File: config.mk
export PLATFORM = sky130hd
export DESIGN_NAME = rv_core
export DESIGN_NICKNAME = d
export VERILOG_FILES = /design/src/logic/rv_pkg.sv /design/src/logic/decode_unit.sv /design/src/logic/execute_unit.sv /design/src/logic/fetch_unit.sv /design/src/logic/register_file.sv /design/src/logic/rv_core.sv /design/src/logic/writeback_unit.sv
export SDC_FILE = /design/constraint.sdc
export NUM_CORES = 2
export LEC_CHECK = 0
export ABC_CLOCK_PERIOD_IN_PS = 10100
export BUFFER_PORTS_ARGS = -buffer_cell sky130_fd_sc_hd__buf_2
export CAP_MARGIN = 20
export CELL_PAD_IN_SITES_DETAIL_PLACEMENT = 1
export CELL_PAD_IN_SITES_GLOBAL_PLACEMENT = 1
export CORE_AREA = 2 2 532 402
export DETAILED_ROUTE_END_ITERATION = 8
export DIE_AREA = 0 0 534 404
export HOLD_SLACK_MARGIN = 0.02
export PLACE_DENSITY = 0.65
export SLEW_MARGIN = 30
export SYNTH_ARGS = -nofsm -noshare
export SYNTH_HDL_FRONTEND = slang
export SYNTH_SLANG_ARGS = --single-unit
File: constraint.sdc
create_clock -name clock -period 10.1 [get_ports clock]
set_input_delay 2.02 -clock clock [delete_from_list [all_inputs] [get_ports clock]]
set_output_delay 2.02 -clock clock [all_outputs]
set_load 0.02 [all_outputs]
File: src/logic/rv_pkg.sv
`default_nettype none

package rv_pkg;

	localparam int xlen = 32;

	typedef logic [xlen-1:0] word_t;
	typedef logic [4:0] reg_addr_t;

	localparam word_t initial_pc = 32'h0000_0000;

	// major opcodes of the supported subset
	localparam logic [6:0] op_reg    = 7'b0110011;
	localparam logic [6:0] op_imm    = 7'b0010011;
	localparam logic [6:0] op_load   = 7'b0000011;
	localparam logic [6:0] op_store  = 7'b0100011;
	localparam logic [6:0] op_branch = 7'b1100011;
	localparam logic [6:0] op_jal    = 7'b1101111;

	// funct3 values for register ops and beq
	localparam logic [2:0] f3_add_sub = 3'b000;
	localparam logic [2:0] f3_slt     = 3'b010;
	localparam logic [2:0] f3_xor     = 3'b100;
	localparam logic [2:0] f3_or      = 3'b110;
	localparam logic [2:0] f3_and     = 3'b111;
	localparam logic [2:0] f3_beq     = 3'b000;

	typedef enum logic [2:0] {
		alu_add,
		alu_sub,
		alu_and,
		alu_or,
		alu_xor,
		alu_slt
	} alu_op_t;

	// one instruction word, seen as R-type or I-type
	typedef union packed {
		struct packed {
			logic [6:0] funct7;
			reg_addr_t  rs2;
			reg_addr_t  rs1;
			logic [2:0] funct3;
			reg_addr_t  rd;
			logic [6:0] opcode;
		} r_fields;
		struct packed {
			logic [11:0] imm12;
			reg_addr_t   rs1;
			logic [2:0]  funct3;
			reg_addr_t   rd;
			logic [6:0]  opcode;
		} i_fields;
	} instr_u;

	// addi x0, x0, 0
	localparam word_t nop_instr = 32'h0000_0013;

endpackage

`default_nettype wire

File: src/logic/decode_unit.sv
`timescale 1ns/1ps
`default_nettype none

module decode_unit (
	input  wire               clock,
	input  wire               reset,
	input  wire rv_pkg::word_t if_pc,
	input  wire rv_pkg::word_t if_instr,
	input  wire               redirect,
	input  wire rv_pkg::reg_addr_t wb_rd,
	input  wire               wb_we,
	input  wire rv_pkg::word_t wb_data,
	output logic              stall,
	output rv_pkg::word_t     id_pc,
	output rv_pkg::reg_addr_t id_rs1,
	output rv_pkg::reg_addr_t id_rs2,
	output rv_pkg::reg_addr_t id_rd,
	output rv_pkg::word_t     id_a,
	output rv_pkg::word_t     id_b,
	output rv_pkg::word_t     id_imm,
	output rv_pkg::alu_op_t   id_alu_op,
	output logic              id_use_imm,
	output logic              id_branch,
	output logic              id_jal,
	output logic              id_mem_read,
	output logic              id_mem_write,
	output logic              id_reg_write
);

	rv_pkg::instr_u  ins;
	rv_pkg::word_t   rf_a;
	rv_pkg::word_t   rf_b;
	rv_pkg::word_t   imm;
	rv_pkg::alu_op_t alu_op;
	logic [6:0]      opcode;
	logic            use_imm;
	logic            is_branch;
	logic            is_jal;
	logic            mem_read;
	logic            mem_write;
	logic            reg_write;
	logic            uses_rs1;
	logic            uses_rs2;
	logic            insert_bubble;

	assign ins    = if_instr;
	assign opcode = ins.r_fields.opcode;

	register_file i_register_file (
		.clock (clock),
		.reset (reset),
		.ra    (ins.r_fields.rs1),
		.rb    (ins.r_fields.rs2),
		.wa    (wb_rd),
		.we    (wb_we),
		.wd    (wb_data),
		.rd_a  (rf_a),
		.rd_b  (rf_b)
	);

	always_comb begin
		use_imm   = 1'b0;
		is_branch = 1'b0;
		is_jal    = 1'b0;
		mem_read  = 1'b0;
		mem_write = 1'b0;
		reg_write = 1'b0;
		uses_rs1  = 1'b0;
		uses_rs2  = 1'b0;
		alu_op    = rv_pkg::alu_add;
		case (opcode)
			rv_pkg::op_reg: begin
				uses_rs1  = 1'b1;
				uses_rs2  = 1'b1;
				reg_write = 1'b1;
				case (ins.r_fields.funct3)
					rv_pkg::f3_add_sub: begin
						alu_op = ins.r_fields.funct7[5] ? rv_pkg::alu_sub : rv_pkg::alu_add;
					end
					rv_pkg::f3_slt: alu_op = rv_pkg::alu_slt;
					rv_pkg::f3_xor: alu_op = rv_pkg::alu_xor;
					rv_pkg::f3_or: alu_op = rv_pkg::alu_or;
					rv_pkg::f3_and: alu_op = rv_pkg::alu_and;
					default: alu_op = rv_pkg::alu_add;
				endcase
			end
			rv_pkg::op_imm: begin
				uses_rs1  = 1'b1;
				use_imm   = 1'b1;
				reg_write = 1'b1;
			end
			rv_pkg::op_load: begin
				uses_rs1  = 1'b1;
				use_imm   = 1'b1;
				mem_read  = 1'b1;
				reg_write = 1'b1;
			end
			rv_pkg::op_store: begin
				uses_rs1  = 1'b1;
				uses_rs2  = 1'b1;
				use_imm   = 1'b1;
				mem_write = 1'b1;
			end
			rv_pkg::op_branch: begin
				uses_rs1  = 1'b1;
				uses_rs2  = 1'b1;
				is_branch = (ins.r_fields.funct3 == rv_pkg::f3_beq);
			end
			rv_pkg::op_jal: begin
				is_jal    = 1'b1;
				reg_write = 1'b1;
			end
			default: begin
			end
		endcase
	end

	// S, B and J immediates are scattered over the raw word
	always_comb begin
		case (opcode)
			rv_pkg::op_store: begin
				imm = {{20{if_instr[31]}}, if_instr[31:25], if_instr[11:7]};
			end
			rv_pkg::op_branch: begin
				imm = {{20{if_instr[31]}}, if_instr[7], if_instr[30:25],
					if_instr[11:8], 1'b0};
			end
			rv_pkg::op_jal: begin
				imm = {{12{if_instr[31]}}, if_instr[19:12], if_instr[20],
					if_instr[30:21], 1'b0};
			end
			default: begin
				imm = {{20{ins.i_fields.imm12[11]}}, ins.i_fields.imm12};
			end
		endcase
	end

	// load now in execute feeds this instruction
	assign stall = id_mem_read && (id_rd != '0) &&
		((uses_rs1 && id_rd == ins.r_fields.rs1) ||
		(uses_rs2 && id_rd == ins.r_fields.rs2));

	assign insert_bubble = stall || redirect;

	always_ff @(posedge clock or negedge reset) begin
		if (!reset) begin
			id_branch    <= 1'b0;
			id_jal       <= 1'b0;
			id_mem_read  <= 1'b0;
			id_mem_write <= 1'b0;
			id_reg_write <= 1'b0;
		end else begin
			id_branch    <= is_branch && !insert_bubble;
			id_jal       <= is_jal && !insert_bubble;
			id_mem_read  <= mem_read && !insert_bubble;
			id_mem_write <= mem_write && !insert_bubble;
			id_reg_write <= reg_write && !insert_bubble;
		end
	end

	always_ff @(posedge clock) begin
		id_pc      <= if_pc;
		id_rs1     <= ins.r_fields.rs1;
		id_rs2     <= ins.r_fields.rs2;
		id_rd      <= ins.r_fields.rd;
		id_a       <= rf_a;
		id_b       <= rf_b;
		id_imm     <= imm;
		id_alu_op  <= alu_op;
		id_use_imm <= use_imm;
	end

endmodule

`default_nettype wire

File: src/logic/execute_unit.sv
`timescale 1ns/1ps
`default_nettype none

module execute_unit (
	input  wire               clock,
	input  wire               reset,
	input  wire rv_pkg::word_t id_pc,
	input  wire rv_pkg::reg_addr_t id_rs1,
	input  wire rv_pkg::reg_addr_t id_rs2,
	input  wire rv_pkg::reg_addr_t id_rd,
	input  wire rv_pkg::word_t id_a,
	input  wire rv_pkg::word_t id_b,
	input  wire rv_pkg::word_t id_imm,
	input  wire rv_pkg::alu_op_t id_alu_op,
	input  wire               id_use_imm,
	input  wire               id_branch,
	input  wire               id_jal,
	input  wire               id_mem_read,
	input  wire               id_mem_write,
	input  wire               id_reg_write,
	input  wire rv_pkg::reg_addr_t wb_rd,
	input  wire               wb_we,
	input  wire rv_pkg::word_t wb_data,
	output logic              redirect,
	output rv_pkg::word_t     redirect_pc,
	output rv_pkg::word_t     ex_result,
	output rv_pkg::word_t     ex_store_data,
	output rv_pkg::reg_addr_t ex_rd,
	output logic              ex_reg_write,
	output logic              ex_mem_read,
	output logic              ex_mem_write
);

	rv_pkg::word_t opnd_a;
	rv_pkg::word_t fwd_b;
	rv_pkg::word_t opnd_b;
	rv_pkg::word_t alu_out;
	rv_pkg::word_t result;

	// newest producer wins, a load still in memory is left to the decode stall
	function automatic rv_pkg::word_t forward(input rv_pkg::reg_addr_t rs,
		input rv_pkg::word_t reg_val);
		if (ex_reg_write && !ex_mem_read && ex_rd != '0 && ex_rd == rs) begin
			return ex_result;
		end else if (wb_we && wb_rd != '0 && wb_rd == rs) begin
			return wb_data;
		end
		return reg_val;
	endfunction

	always_comb begin
		opnd_a = forward(id_rs1, id_a);
		fwd_b  = forward(id_rs2, id_b);
	end

	assign opnd_b = id_use_imm ? id_imm : fwd_b;

	always_comb begin
		case (id_alu_op)
			rv_pkg::alu_sub: alu_out = opnd_a - opnd_b;
			rv_pkg::alu_and: alu_out = opnd_a & opnd_b;
			rv_pkg::alu_or: alu_out = opnd_a | opnd_b;
			rv_pkg::alu_xor: alu_out = opnd_a ^ opnd_b;
			rv_pkg::alu_slt: alu_out = rv_pkg::word_t'($signed(opnd_a) < $signed(opnd_b));
			default: alu_out = opnd_a + opnd_b;
		endcase
	end

	// jal writes the link address
	assign result = id_jal ? id_pc + 32'd4 : alu_out;

	// beq and jal share one target adder
	assign redirect    = id_jal || (id_branch && opnd_a == fwd_b);
	assign redirect_pc = id_pc + id_imm;

	always_ff @(posedge clock or negedge reset) begin
		if (!reset) begin
			ex_reg_write <= 1'b0;
			ex_mem_read  <= 1'b0;
			ex_mem_write <= 1'b0;
		end else begin
			ex_reg_write <= id_reg_write;
			ex_mem_read  <= id_mem_read;
			ex_mem_write <= id_mem_write;
		end
	end

	always_ff @(posedge clock) begin
		ex_result     <= result;
		ex_store_data <= fwd_b;
		ex_rd         <= id_rd;
	end

endmodule

`default_nettype wire

File: src/logic/fetch_unit.sv
`timescale 1ns/1ps
`default_nettype none

module fetch_unit (
	input  wire           clock,
	input  wire           reset,
	input  wire rv_pkg::word_t instr,
	input  wire           stall,
	input  wire           redirect,
	input  wire rv_pkg::word_t redirect_pc,
	output rv_pkg::word_t pc,
	output rv_pkg::word_t if_pc,
	output rv_pkg::word_t if_instr
);

	// redirect wins over a load-use hold
	always_ff @(posedge clock or negedge reset) begin
		if (!reset) begin
			pc <= rv_pkg::initial_pc;
		end else if (redirect) begin
			pc <= redirect_pc;
		end else if (!stall) begin
			pc <= pc + 32'd4;
		end
	end

	// fetch/decode register, the word in flight is dropped on redirect
	always_ff @(posedge clock or negedge reset) begin
		if (!reset) begin
			if_pc    <= rv_pkg::initial_pc;
			if_instr <= rv_pkg::nop_instr;
		end else if (redirect) begin
			if_pc    <= pc;
			if_instr <= rv_pkg::nop_instr;
		end else if (!stall) begin
			if_pc    <= pc;
			if_instr <= instr;
		end
	end

endmodule

`default_nettype wire

File: src/logic/register_file.sv
`timescale 1ns/1ps
`default_nettype none

module register_file (
	input  wire               clock,
	input  wire               reset,
	input  wire rv_pkg::reg_addr_t ra,
	input  wire rv_pkg::reg_addr_t rb,
	input  wire rv_pkg::reg_addr_t wa,
	input  wire               we,
	input  wire rv_pkg::word_t wd,
	output rv_pkg::word_t     rd_a,
	output rv_pkg::word_t     rd_b
);

	rv_pkg::word_t regs [32];

	// x0 is never written so it reads zero
	always_ff @(posedge clock or negedge reset) begin
		if (!reset) begin
			for (int i = 0; i < 32; i++) begin
				regs[i] <= '0;
			end
		end else if (we && wa != '0) begin
			regs[wa] <= wd;
		end
	end

	// value written this cycle shows up on the read ports
	assign rd_a = (we && wa != '0 && wa == ra) ? wd : regs[ra];
	assign rd_b = (we && wa != '0 && wa == rb) ? wd : regs[rb];

endmodule

`default_nettype wire

File: src/logic/rv_core.sv
`timescale 1ns/1ps
`default_nettype none

module rv_core (
	input  wire           clock,
	input  wire           reset,
	output rv_pkg::word_t pc,
	input  wire rv_pkg::word_t instr,
	output rv_pkg::word_t data_addr,
	output rv_pkg::word_t data_out,
	input  wire rv_pkg::word_t data_in,
	output logic          ren,
	output logic          wen
);

	// fetch to decode
	rv_pkg::word_t     if_pc;
	rv_pkg::word_t     if_instr;
	logic              stall;

	// decode to execute
	rv_pkg::word_t     id_pc;
	rv_pkg::reg_addr_t id_rs1;
	rv_pkg::reg_addr_t id_rs2;
	rv_pkg::reg_addr_t id_rd;
	rv_pkg::word_t     id_a;
	rv_pkg::word_t     id_b;
	rv_pkg::word_t     id_imm;
	rv_pkg::alu_op_t   id_alu_op;
	logic              id_use_imm;
	logic              id_branch;
	logic              id_jal;
	logic              id_mem_read;
	logic              id_mem_write;
	logic              id_reg_write;

	// redirect back to the front end
	logic              redirect;
	rv_pkg::word_t     redirect_pc;

	// memory stage
	rv_pkg::word_t     ex_result;
	rv_pkg::reg_addr_t ex_rd;
	logic              ex_reg_write;
	logic              ex_mem_read;

	// writeback
	rv_pkg::reg_addr_t wb_rd;
	logic              wb_we;
	rv_pkg::word_t     wb_data;

	assign data_addr = ex_result;
	assign ren       = ex_mem_read;

	fetch_unit i_fetch_unit (
		.clock       (clock),
		.reset       (reset),
		.instr       (instr),
		.stall       (stall),
		.redirect    (redirect),
		.redirect_pc (redirect_pc),
		.pc          (pc),
		.if_pc       (if_pc),
		.if_instr    (if_instr)
	);

	decode_unit i_decode_unit (
		.clock        (clock),
		.reset        (reset),
		.if_pc        (if_pc),
		.if_instr     (if_instr),
		.redirect     (redirect),
		.wb_rd        (wb_rd),
		.wb_we        (wb_we),
		.wb_data      (wb_data),
		.stall        (stall),
		.id_pc        (id_pc),
		.id_rs1       (id_rs1),
		.id_rs2       (id_rs2),
		.id_rd        (id_rd),
		.id_a         (id_a),
		.id_b         (id_b),
		.id_imm       (id_imm),
		.id_alu_op    (id_alu_op),
		.id_use_imm   (id_use_imm),
		.id_branch    (id_branch),
		.id_jal       (id_jal),
		.id_mem_read  (id_mem_read),
		.id_mem_write (id_mem_write),
		.id_reg_write (id_reg_write)
	);

	execute_unit i_execute_unit (
		.clock         (clock),
		.reset         (reset),
		.id_pc         (id_pc),
		.id_rs1        (id_rs1),
		.id_rs2        (id_rs2),
		.id_rd         (id_rd),
		.id_a          (id_a),
		.id_b          (id_b),
		.id_imm        (id_imm),
		.id_alu_op     (id_alu_op),
		.id_use_imm    (id_use_imm),
		.id_branch     (id_branch),
		.id_jal        (id_jal),
		.id_mem_read   (id_mem_read),
		.id_mem_write  (id_mem_write),
		.id_reg_write  (id_reg_write),
		.wb_rd         (wb_rd),
		.wb_we         (wb_we),
		.wb_data       (wb_data),
		.redirect      (redirect),
		.redirect_pc   (redirect_pc),
		.ex_result     (ex_result),
		.ex_store_data (data_out),
		.ex_rd         (ex_rd),
		.ex_reg_write  (ex_reg_write),
		.ex_mem_read   (ex_mem_read),
		.ex_mem_write  (wen)
	);

	writeback_unit i_writeback_unit (
		.clock        (clock),
		.reset        (reset),
		.ex_result    (ex_result),
		.ex_rd        (ex_rd),
		.ex_reg_write (ex_reg_write),
		.ex_mem_read  (ex_mem_read),
		.data_in      (data_in),
		.wb_rd        (wb_rd),
		.wb_we        (wb_we),
		.wb_data      (wb_data)
	);

endmodule

`default_nettype wire

File: src/logic/writeback_unit.sv
`timescale 1ns/1ps
`default_nettype none

module writeback_unit (
	input  wire               clock,
	input  wire               reset,
	input  wire rv_pkg::word_t ex_result,
	input  wire rv_pkg::reg_addr_t ex_rd,
	input  wire               ex_reg_write,
	input  wire               ex_mem_read,
	input  wire rv_pkg::word_t data_in,
	output rv_pkg::reg_addr_t wb_rd,
	output logic              wb_we,
	output rv_pkg::word_t     wb_data
);

	logic          wb_load;
	rv_pkg::word_t load_data;
	rv_pkg::word_t alu_result;

	always_ff @(posedge clock or negedge reset) begin
		if (!reset) begin
			wb_we   <= 1'b0;
			wb_load <= 1'b0;
		end else begin
			wb_we   <= ex_reg_write;
			wb_load <= ex_mem_read;
		end
	end

	// read data arrives in the same cycle as the address
	always_ff @(posedge clock) begin
		wb_rd      <= ex_rd;
		load_data  <= data_in;
		alu_result <= ex_result;
	end

	assign wb_data = wb_load ? load_data : alu_result;

endmodule

`default_nettype wire

Yosys cells after proc, flatten, opt, wreduce, memory -nomap -nowiden
Cells that the tools add are included.
Cells by class
  add/subtract/negate cells: 5
  $lt $le $gt $ge: 5
  equality and inequality tests: 25
  multiplexer cells: 42
  bitwise logic cells: 6
  reductions and logical operators: 33
Operator list (number)
  bitwise mux 1024 bit: 1
  two-way mux 32 bit: 22
  binary-select mux 32 bit (select 5 bit): 2
  demux 32 bit (select 5 bit): 1
  case mux 32 bit (5 select lines): 1
  adder 32 x 3 -> 32 bit, second input constant: 2
  adder 32 bit: 2
  case mux 20 bit (3 select lines): 1
  == test 5 bit: 8
  AND 32 bit: 1
  == test 32 bit: 1
  less-than comparator 32 bit: 1
  bitwise OR 32 bit: 1
  subtractor 32 bit: 1
  XOR 32 bit: 1
  logical AND 1 bit: 20
  greater-or-equal comparator 6 bit, second input constant: 3
  NOT 5 -> 6 bit: 3
  == test 3 bit, second input constant: 5
  case mux 3 bit (5 select lines): 1
  nonzero test 5 bit: 3
  == test 7 x 6 -> 1 bit, second input constant: 2
  == test 7 bit, second input constant: 2
  two-way mux 1 bit: 13
  12 further kinds: 18
Word-level totals
  flip-flop bits (word level): 1404
  output and inout bits: 98
  word-level logic and storage cells: 176

Logic depth before layout (Yosys ltp)
  depth in word-level cells: 12
  gate-level depth with buffers: 24
  depth with buffers taken out: 19

Cells and area by module
Synthesis repeated with hierarchy kept, for this count alone.
Second synthesis, totals
  cells, all modules: 5764
  area, all modules: 74572.8 um^2
Modules (own cells, without submodules)
  register_file: instances 1, cells each 3484, area each 53382.4 um^2
  execute_unit: instances 1, cells each 1573, area each 11447.2 um^2
  fetch_unit: instances 1, cells each 370, area each 4305.4 um^2
  decode_unit: instances 1, cells each 230, area each 3462.1 um^2
  writeback_unit: instances 1, cells each 107, area each 1975.6 um^2

Worst setup path before layout
OpenSTA, ideal clock, no wires.
  path type: reg-to-reg
  from: register i_execute_unit.ex_rd[0]
  to: register i_execute_unit.ex_result[22]
  library setup time: 0.120 ns
  arrival: 5.057 ns
  required time: 9.980 ns
  slack: 4.923 ns
  cell stages (with the launch flop): 25
  period minus slack after synthesis: 5.177 ns
  path through: dfxtp_1 -> xor2_1 -> nor3_1 -> and3_1 -> buf_2 -> buf_2 -> buf_2 -> clkbuf_1 -> clkbuf_1 -> nand2_1 -> o21ai_0 -> mux2_2 -> inv_1 -> fa_1 -> nor2b_1 -> o21a_1 -> o21ai_0 -> a31o_2 -> o31a_1 -> o31a_1 -> o21ai_0 -> o21ai_0 -> nand3_1 -> o211ai_1 -> o31a_1
Between the ends
  word-level cells in the longest chain between the ends: 9
  elaborated cells on any way between the ends: 20
  classes of those cells: add/sub: 2; eq/ne: 2; mux: 9; bitwise: 3; reduce/logical: 4
RTL lines
  start, declared: RTL line execute_unit.sv:28  | output rv_pkg::reg_addr_t ex_rd,
  start signal, assigned: RTL line execute_unit.sv:91  | ex_rd <= id_rd;
  nonzero test 5 bit: RTL line execute_unit.sv:43  | if (ex_reg_write && !ex_mem_read && ex_rd != '0 && ex_rd == rs) begin
  logical AND 1 bit: RTL line execute_unit.sv:43
  logical AND 1 bit *: RTL line execute_unit.sv:43
  two-way mux 32 bit or two-way mux 1 bit (tied branches): RTL line execute_unit.sv:43
  two-way mux 32 bit *: RTL line execute_unit.sv:48  | return reg_val;
  named net i_execute_unit.fwd_b[1]: RTL line execute_unit.sv:35  | rv_pkg::word_t fwd_b;
  two-way mux 32 bit *: RTL line execute_unit.sv:56  | assign opnd_b = id_use_imm ? id_imm : fwd_b;
  adder 32 bit or subtractor 32 bit (tied branches): RTL line execute_unit.sv:65, execute_unit.sv:60
  case mux 32 bit (5 select lines) *: RTL line execute_unit.sv:59  | case (id_alu_op)
  two-way mux 32 bit *: RTL line execute_unit.sv:70  | assign result = id_jal ? id_pc + 32'd4 : alu_out;
  named net i_execute_unit.result[22]: RTL line execute_unit.sv:38  | rv_pkg::word_t result;
  end signal, assigned: RTL line execute_unit.sv:89  | ex_result <= result;
  end, declared: RTL line execute_unit.sv:26  | output rv_pkg::word_t ex_result,
The timed path passes the listed nets; every way through them passes the cells marked *.
A chain may end at the register's enable or synchronous reset.

Final worst setup path
  from: register i_writeback_unit.wb_rd[2]
  to: register i_execute_unit.ex_result[31]
Between the ends
  word-level cells in the longest chain between the ends: 10
  elaborated cells on any way between the ends: 20
  classes of those cells: add/sub: 2; eq/ne: 2; mux: 9; bitwise: 3; reduce/logical: 4
RTL lines
  start, declared: RTL line writeback_unit.sv:12  | output rv_pkg::reg_addr_t wb_rd,
  start signal, assigned: RTL line writeback_unit.sv:33  | wb_rd <= ex_rd;
  nonzero test 5 bit: RTL line execute_unit.sv:45  | end else if (wb_we && wb_rd != '0 && wb_rd == rs) begin
  logical AND 1 bit: RTL line execute_unit.sv:45
  logical AND 1 bit *: RTL line execute_unit.sv:45
  two-way mux 1 bit *: RTL line execute_unit.sv:45
  two-way mux 1 bit *: RTL line execute_unit.sv:43
  two-way mux 32 bit *: RTL line execute_unit.sv:48
  named net i_execute_unit.fwd_b[9]: RTL line execute_unit.sv:35
  two-way mux 32 bit *: RTL line execute_unit.sv:56
  adder 32 bit or subtractor 32 bit (tied branches): RTL line execute_unit.sv:65, execute_unit.sv:60
  case mux 32 bit (5 select lines) *: RTL line execute_unit.sv:59
  two-way mux 32 bit *: RTL line execute_unit.sv:70
  named net i_execute_unit.result[31]: RTL line execute_unit.sv:38
Marked as above.

==> flow_summary_export.csv <==
group,metric,value,unit
sta,setup_ws,2.92,ns
sta,grt_setup_unrepaired,"no",
critical_path,crit_type,"flop to flop",
clock_network,cts_root_buf,"clkbuf_16",
critical_path,cpMaxStageDelayCell,"nor3_2",
synthesis,synth_compound_area_share,13.7,%
drt,vias,56700,
synthesis,muxShareOfSynthArea,21.7,%
synthesis,synth.avg_cell_area,10.9,um2
critical_path,max_stage_delay,0.88,ns
power,leakage,34.2,nW
power,clkPwrFrac,40.5,%
floorplan,die-area,0.216,mm2
sta,fmax,139,MHz
floorplan,core,0.210,mm2
critical_path,reg2regPathDepth,18,
critical_path,critPathTopFamily,"compound AO/OA/AOI/OAI gates",
clock_network,clock_sinks,1404,
placed_design,dp.cells,9209,
synthesis,synthFlopType,"dfrtp_1",
critical_path,cp_data_arrival_time,7.87,ns
placed_design,pre_cts_ws,3.19,ns
layout,multi_input_area,0.0374,mm2
hold_path,holdCritStartpoint,"i_decode_unit.id_reg_write",
clock_network,cts_tree,"built",
critical_path,ff2ff_setup_slack,2.92,ns
sta,holdWs,0.356,ns
critical_path,cp-start-kind,"flop",
layout,fin_nets,6750,
hold_path,hold_path_class,"flop to flop",
drt,drt_iter0_markers,5561,
critical_path,required,10.79,ns
drt,dr.pass1.iters,6,
power,switchingPower,4.18,mW
power,power.density,172,mW/mm2
power,power.share.switching,29.4,%
synthesis,synth_simple_gate_area_share,10.0,%
synthesis,synth_cell_types,81,
sta,skew,0.0330,ns
drt,drc,0,
synthesis,synthCells,6727,
sta,post-route-min-period,7.18,ns
global_routing,grtUsageTotal,25.6,%
sta,worst_pin_slew,1.06,ns
layout,layout-drive-gt1-share,20.7,%
global_routing,grt_pass1_wl,410,mm
clock_network,clk_pin_slew_worst_paths,0.06,ns
clock_network,cts_buffers,146,
critical_path,critPathMaxFanout,40,
floorplan,rows,146,
critical_path,cpMostUsedCell,"o21ai_0",
floorplan,start_util,34.8,%
floorplan,fp.dieW,534,um
drt,avgRoutedWirePerCell,29.3,um
critical_path,critPathCaptureType,"flop",
floorplan,io_pins,164,
synthesis,synth_edf_count,0,
clock_network,hold_buffers,0,
synthesis,synth-xor-area-share,2.19,%
power,power_frac_seq,44.3,%
power,vdd_ir_drop_max,0.137,mV
placed_design,gp_congestion,0.944,
drt,via_per_inst,5.98,
clock_network,cts_resized,0,
synthesis,synth_top_family_by_area,"multiplexers",
layout,synthToLayoutAreaGrowth,12.8,%
sta,fin_setup_tns,0,ns
synthesis,ys_ff_latch,1404,
clock_network,post_cts_buffers,0,
drt,totalWireLength,278,mm
placed_design,hpwl,177,mm
sta,min_period_over_period,71.1,%
hold_path,min_path_cells,0,
sta,setup_viol,0,
global_routing,antenna_found_initial,21,
synthesis,ys_seq_area_share,46.1,%
critical_path,path_depth,18,
placed_design,numPortBuffers,163,
clock_network,clock_latency,0.80,ns
synthesis,yosysWarningCount,0,
sta,final_hold_viol_count,0,
critical_path,critPathBufInv,1,
global_routing,grt_overflow,0,
global_routing,grt_pass1_vias,58800,
layout,n_fill_cell,22600,
synthesis,netlist_area,0.0732,mm2
critical_path,worstReg2RegStart,"i_writeback_unit.wb_rd[2]",
global_routing,grt_max_degree,159,
critical_path,r2r-end,"i_execute_unit.ex_result[31]",
sta,slew_headroom,28.6,%
clock_network,h-tree-depth,4,
drt,detail-route-antenna-nets,0,
synthesis,synthAdderAreaFrac,2.29,%
synthesis,syn-num-nets,6925,
run,drv_cap,0,
outcome,status,"finished, final reports clean",
synthesis,async_reset_ff_share,80.5,%
layout,seqCellArea,0.0338,mm2
hold_path,hold_end,"i_execute_unit.ex_reg_write",
power,pwr-share-comb,15.2,%
floorplan,die_h,404,um
power,p_int,10.1,mW
critical_path,path_cells,"nor3_2 > a211oi_4 > buf_4 > and2_1 > o21ai_1 > o21ai_0 > mux2_2 > ha_1 > nor3_1 > nor4b_1 > nor2b_1 > o31ai_1 > a211oi_1 > o21ai_0 > o21ai_0 > a311oi_1 > or3_1 > a32o_1",
layout,finalNonFillerCells,9487,
clock_network,cts.path.max_buffers,3,
sta,slew_violations,0,
-- area by class of cell --
cell class              instances  share of cell area (%)
multi-input cells            4575                    45.3
flip-flops and latches       1404                    40.9
clock buffers                 213                    5.30
well taps                    2812                    4.26
repair buffers                316                    2.93
clock inverters                56                   0.794
inverters                     109                   0.496
diodes                          2                 0.00606
-- per-stage QoR --
stage,util (%),area [um2],total power [mW]
after floorplan,-,73200,7.60
after global placement,36.6,76900,8.43
after detailed placement,36.8,77300,8.52
after CTS,39.2,82400,14.3
after global routing,39.3,82600,14.7
final,39.3,82600,14.2
-- cells in the final DEF (no fill, tap or decap), types with 30 or more instances in the layout --
master     count
xor2_1        64
nor2_1       652
clkbuf_16    153
o31ai_1       30
nand4_1       45
mux2_4        30
and3_1        41
nor3_1        37
nor2b_1       99
clkbuf_8      32
mux4_2       640
dfrtp_1     1115
nand3_1       72
buf_4        110
a21o_1        43
nand2_1      653
inv_1        109
mux2i_1       35
buf_2        162
mux2_2        31
dfxtp_1      272
o21ai_0      616
mux2i_4       32
a21oi_1      743
xnor2_1      119
a211oi_1      85
ha_1         129
-- cell usage after synthesis (27+ instances only) --
master,instances,area (um2)
a211oi_1,85,638
a21o_1,43,323
a21oi_1,744,3720
and3_1,43,269
buf_1,51,191
buf_2,29,145
clkbuf_1,551,2070
dfrtp_1,1127,28200
dfxtp_1,274,5490
ha_1,129,1610
inv_1,109,409
mux2_2,31,349
mux2_4,30,450
mux2i_1,67,671
mux4_2,640,14400
nand2_1,668,2510
nand3_1,72,360
nand4_1,45,282
nor2_1,669,2510
nor2b_1,99,619
nor3_1,40,200
o21ai_0,616,3080
o21ai_1,27,135
o31ai_1,33,248
xnor2_1,119,1040
xor2_1,64,561
-- power groups by stage --
stage	clock, mW	combinational [mW]	sequential [mW]
after CTS	5.86	2.13	6.30
after global routing	6.08	2.33	6.34
after floorplan	0	1.34	6.26
final	5.77	2.16	6.31
after detailed placement	0	2.12	6.41
after global placement	0	2.04	6.38
-- sequential cells by signal, indices dropped and copies added, names as in the netlist, 21 cells and up --
register and cells:
i_writeback_unit.load_data 32, i_decode_unit.id_imm 21, i_decode_unit.i_register_file.regs 1024, i_fetch_unit.if_instr 32, i_decode_unit.id_pc 32, i_decode_unit.id_a 32
i_writeback_unit.alu_result 32, i_execute_unit.ex_store_data 32, i_decode_unit.id_b 32, i_execute_unit.ex_result 32, i_fetch_unit.pc 32, i_fetch_unit.if_pc 32
-- logic make-up after synthesis --
family / count (synthesis)
AO/OA/AOI/OAI: 1771
multiplexers: 768
buffers and inverters: 748
adder cells (fa/ha/maj): 132
flip-flops: 1404
XOR/XNOR: 183
AND/OR/NAND/NOR: 1721
-- worst max path at each step --
stage	startpoint	endpoint	slack, ns
3_5_place_dp	i_writeback_unit.wb_rd[2]	i_execute_unit.ex_result[31]	3.19
6_report	i_writeback_unit.wb_rd[2]	i_execute_unit.ex_result[31]	2.92
4_1_cts	i_writeback_unit.wb_rd[2]	i_execute_unit.ex_result[31]	3.12
2_1_floorplan	i_execute_unit.ex_rd[0]	i_execute_unit.ex_result[22]	4.92
5_1_grt	i_writeback_unit.wb_rd[2]	i_execute_unit.ex_result[31]	2.56
3_3_place_gp	i_writeback_unit.wb_load	i_execute_unit.ex_result[31]	3.42
-- per-layer routing --
metal,up-vias,wire length (um),GRT usage [%]
li1,24100,-,-
met1,30000,125000,37.4
met2,2159,123000,38.2
met3,481,20900,4.94
met4,12,8620,8.05
met5,-,83,0
Note: power is estimated with default switching activity, not from simulation.
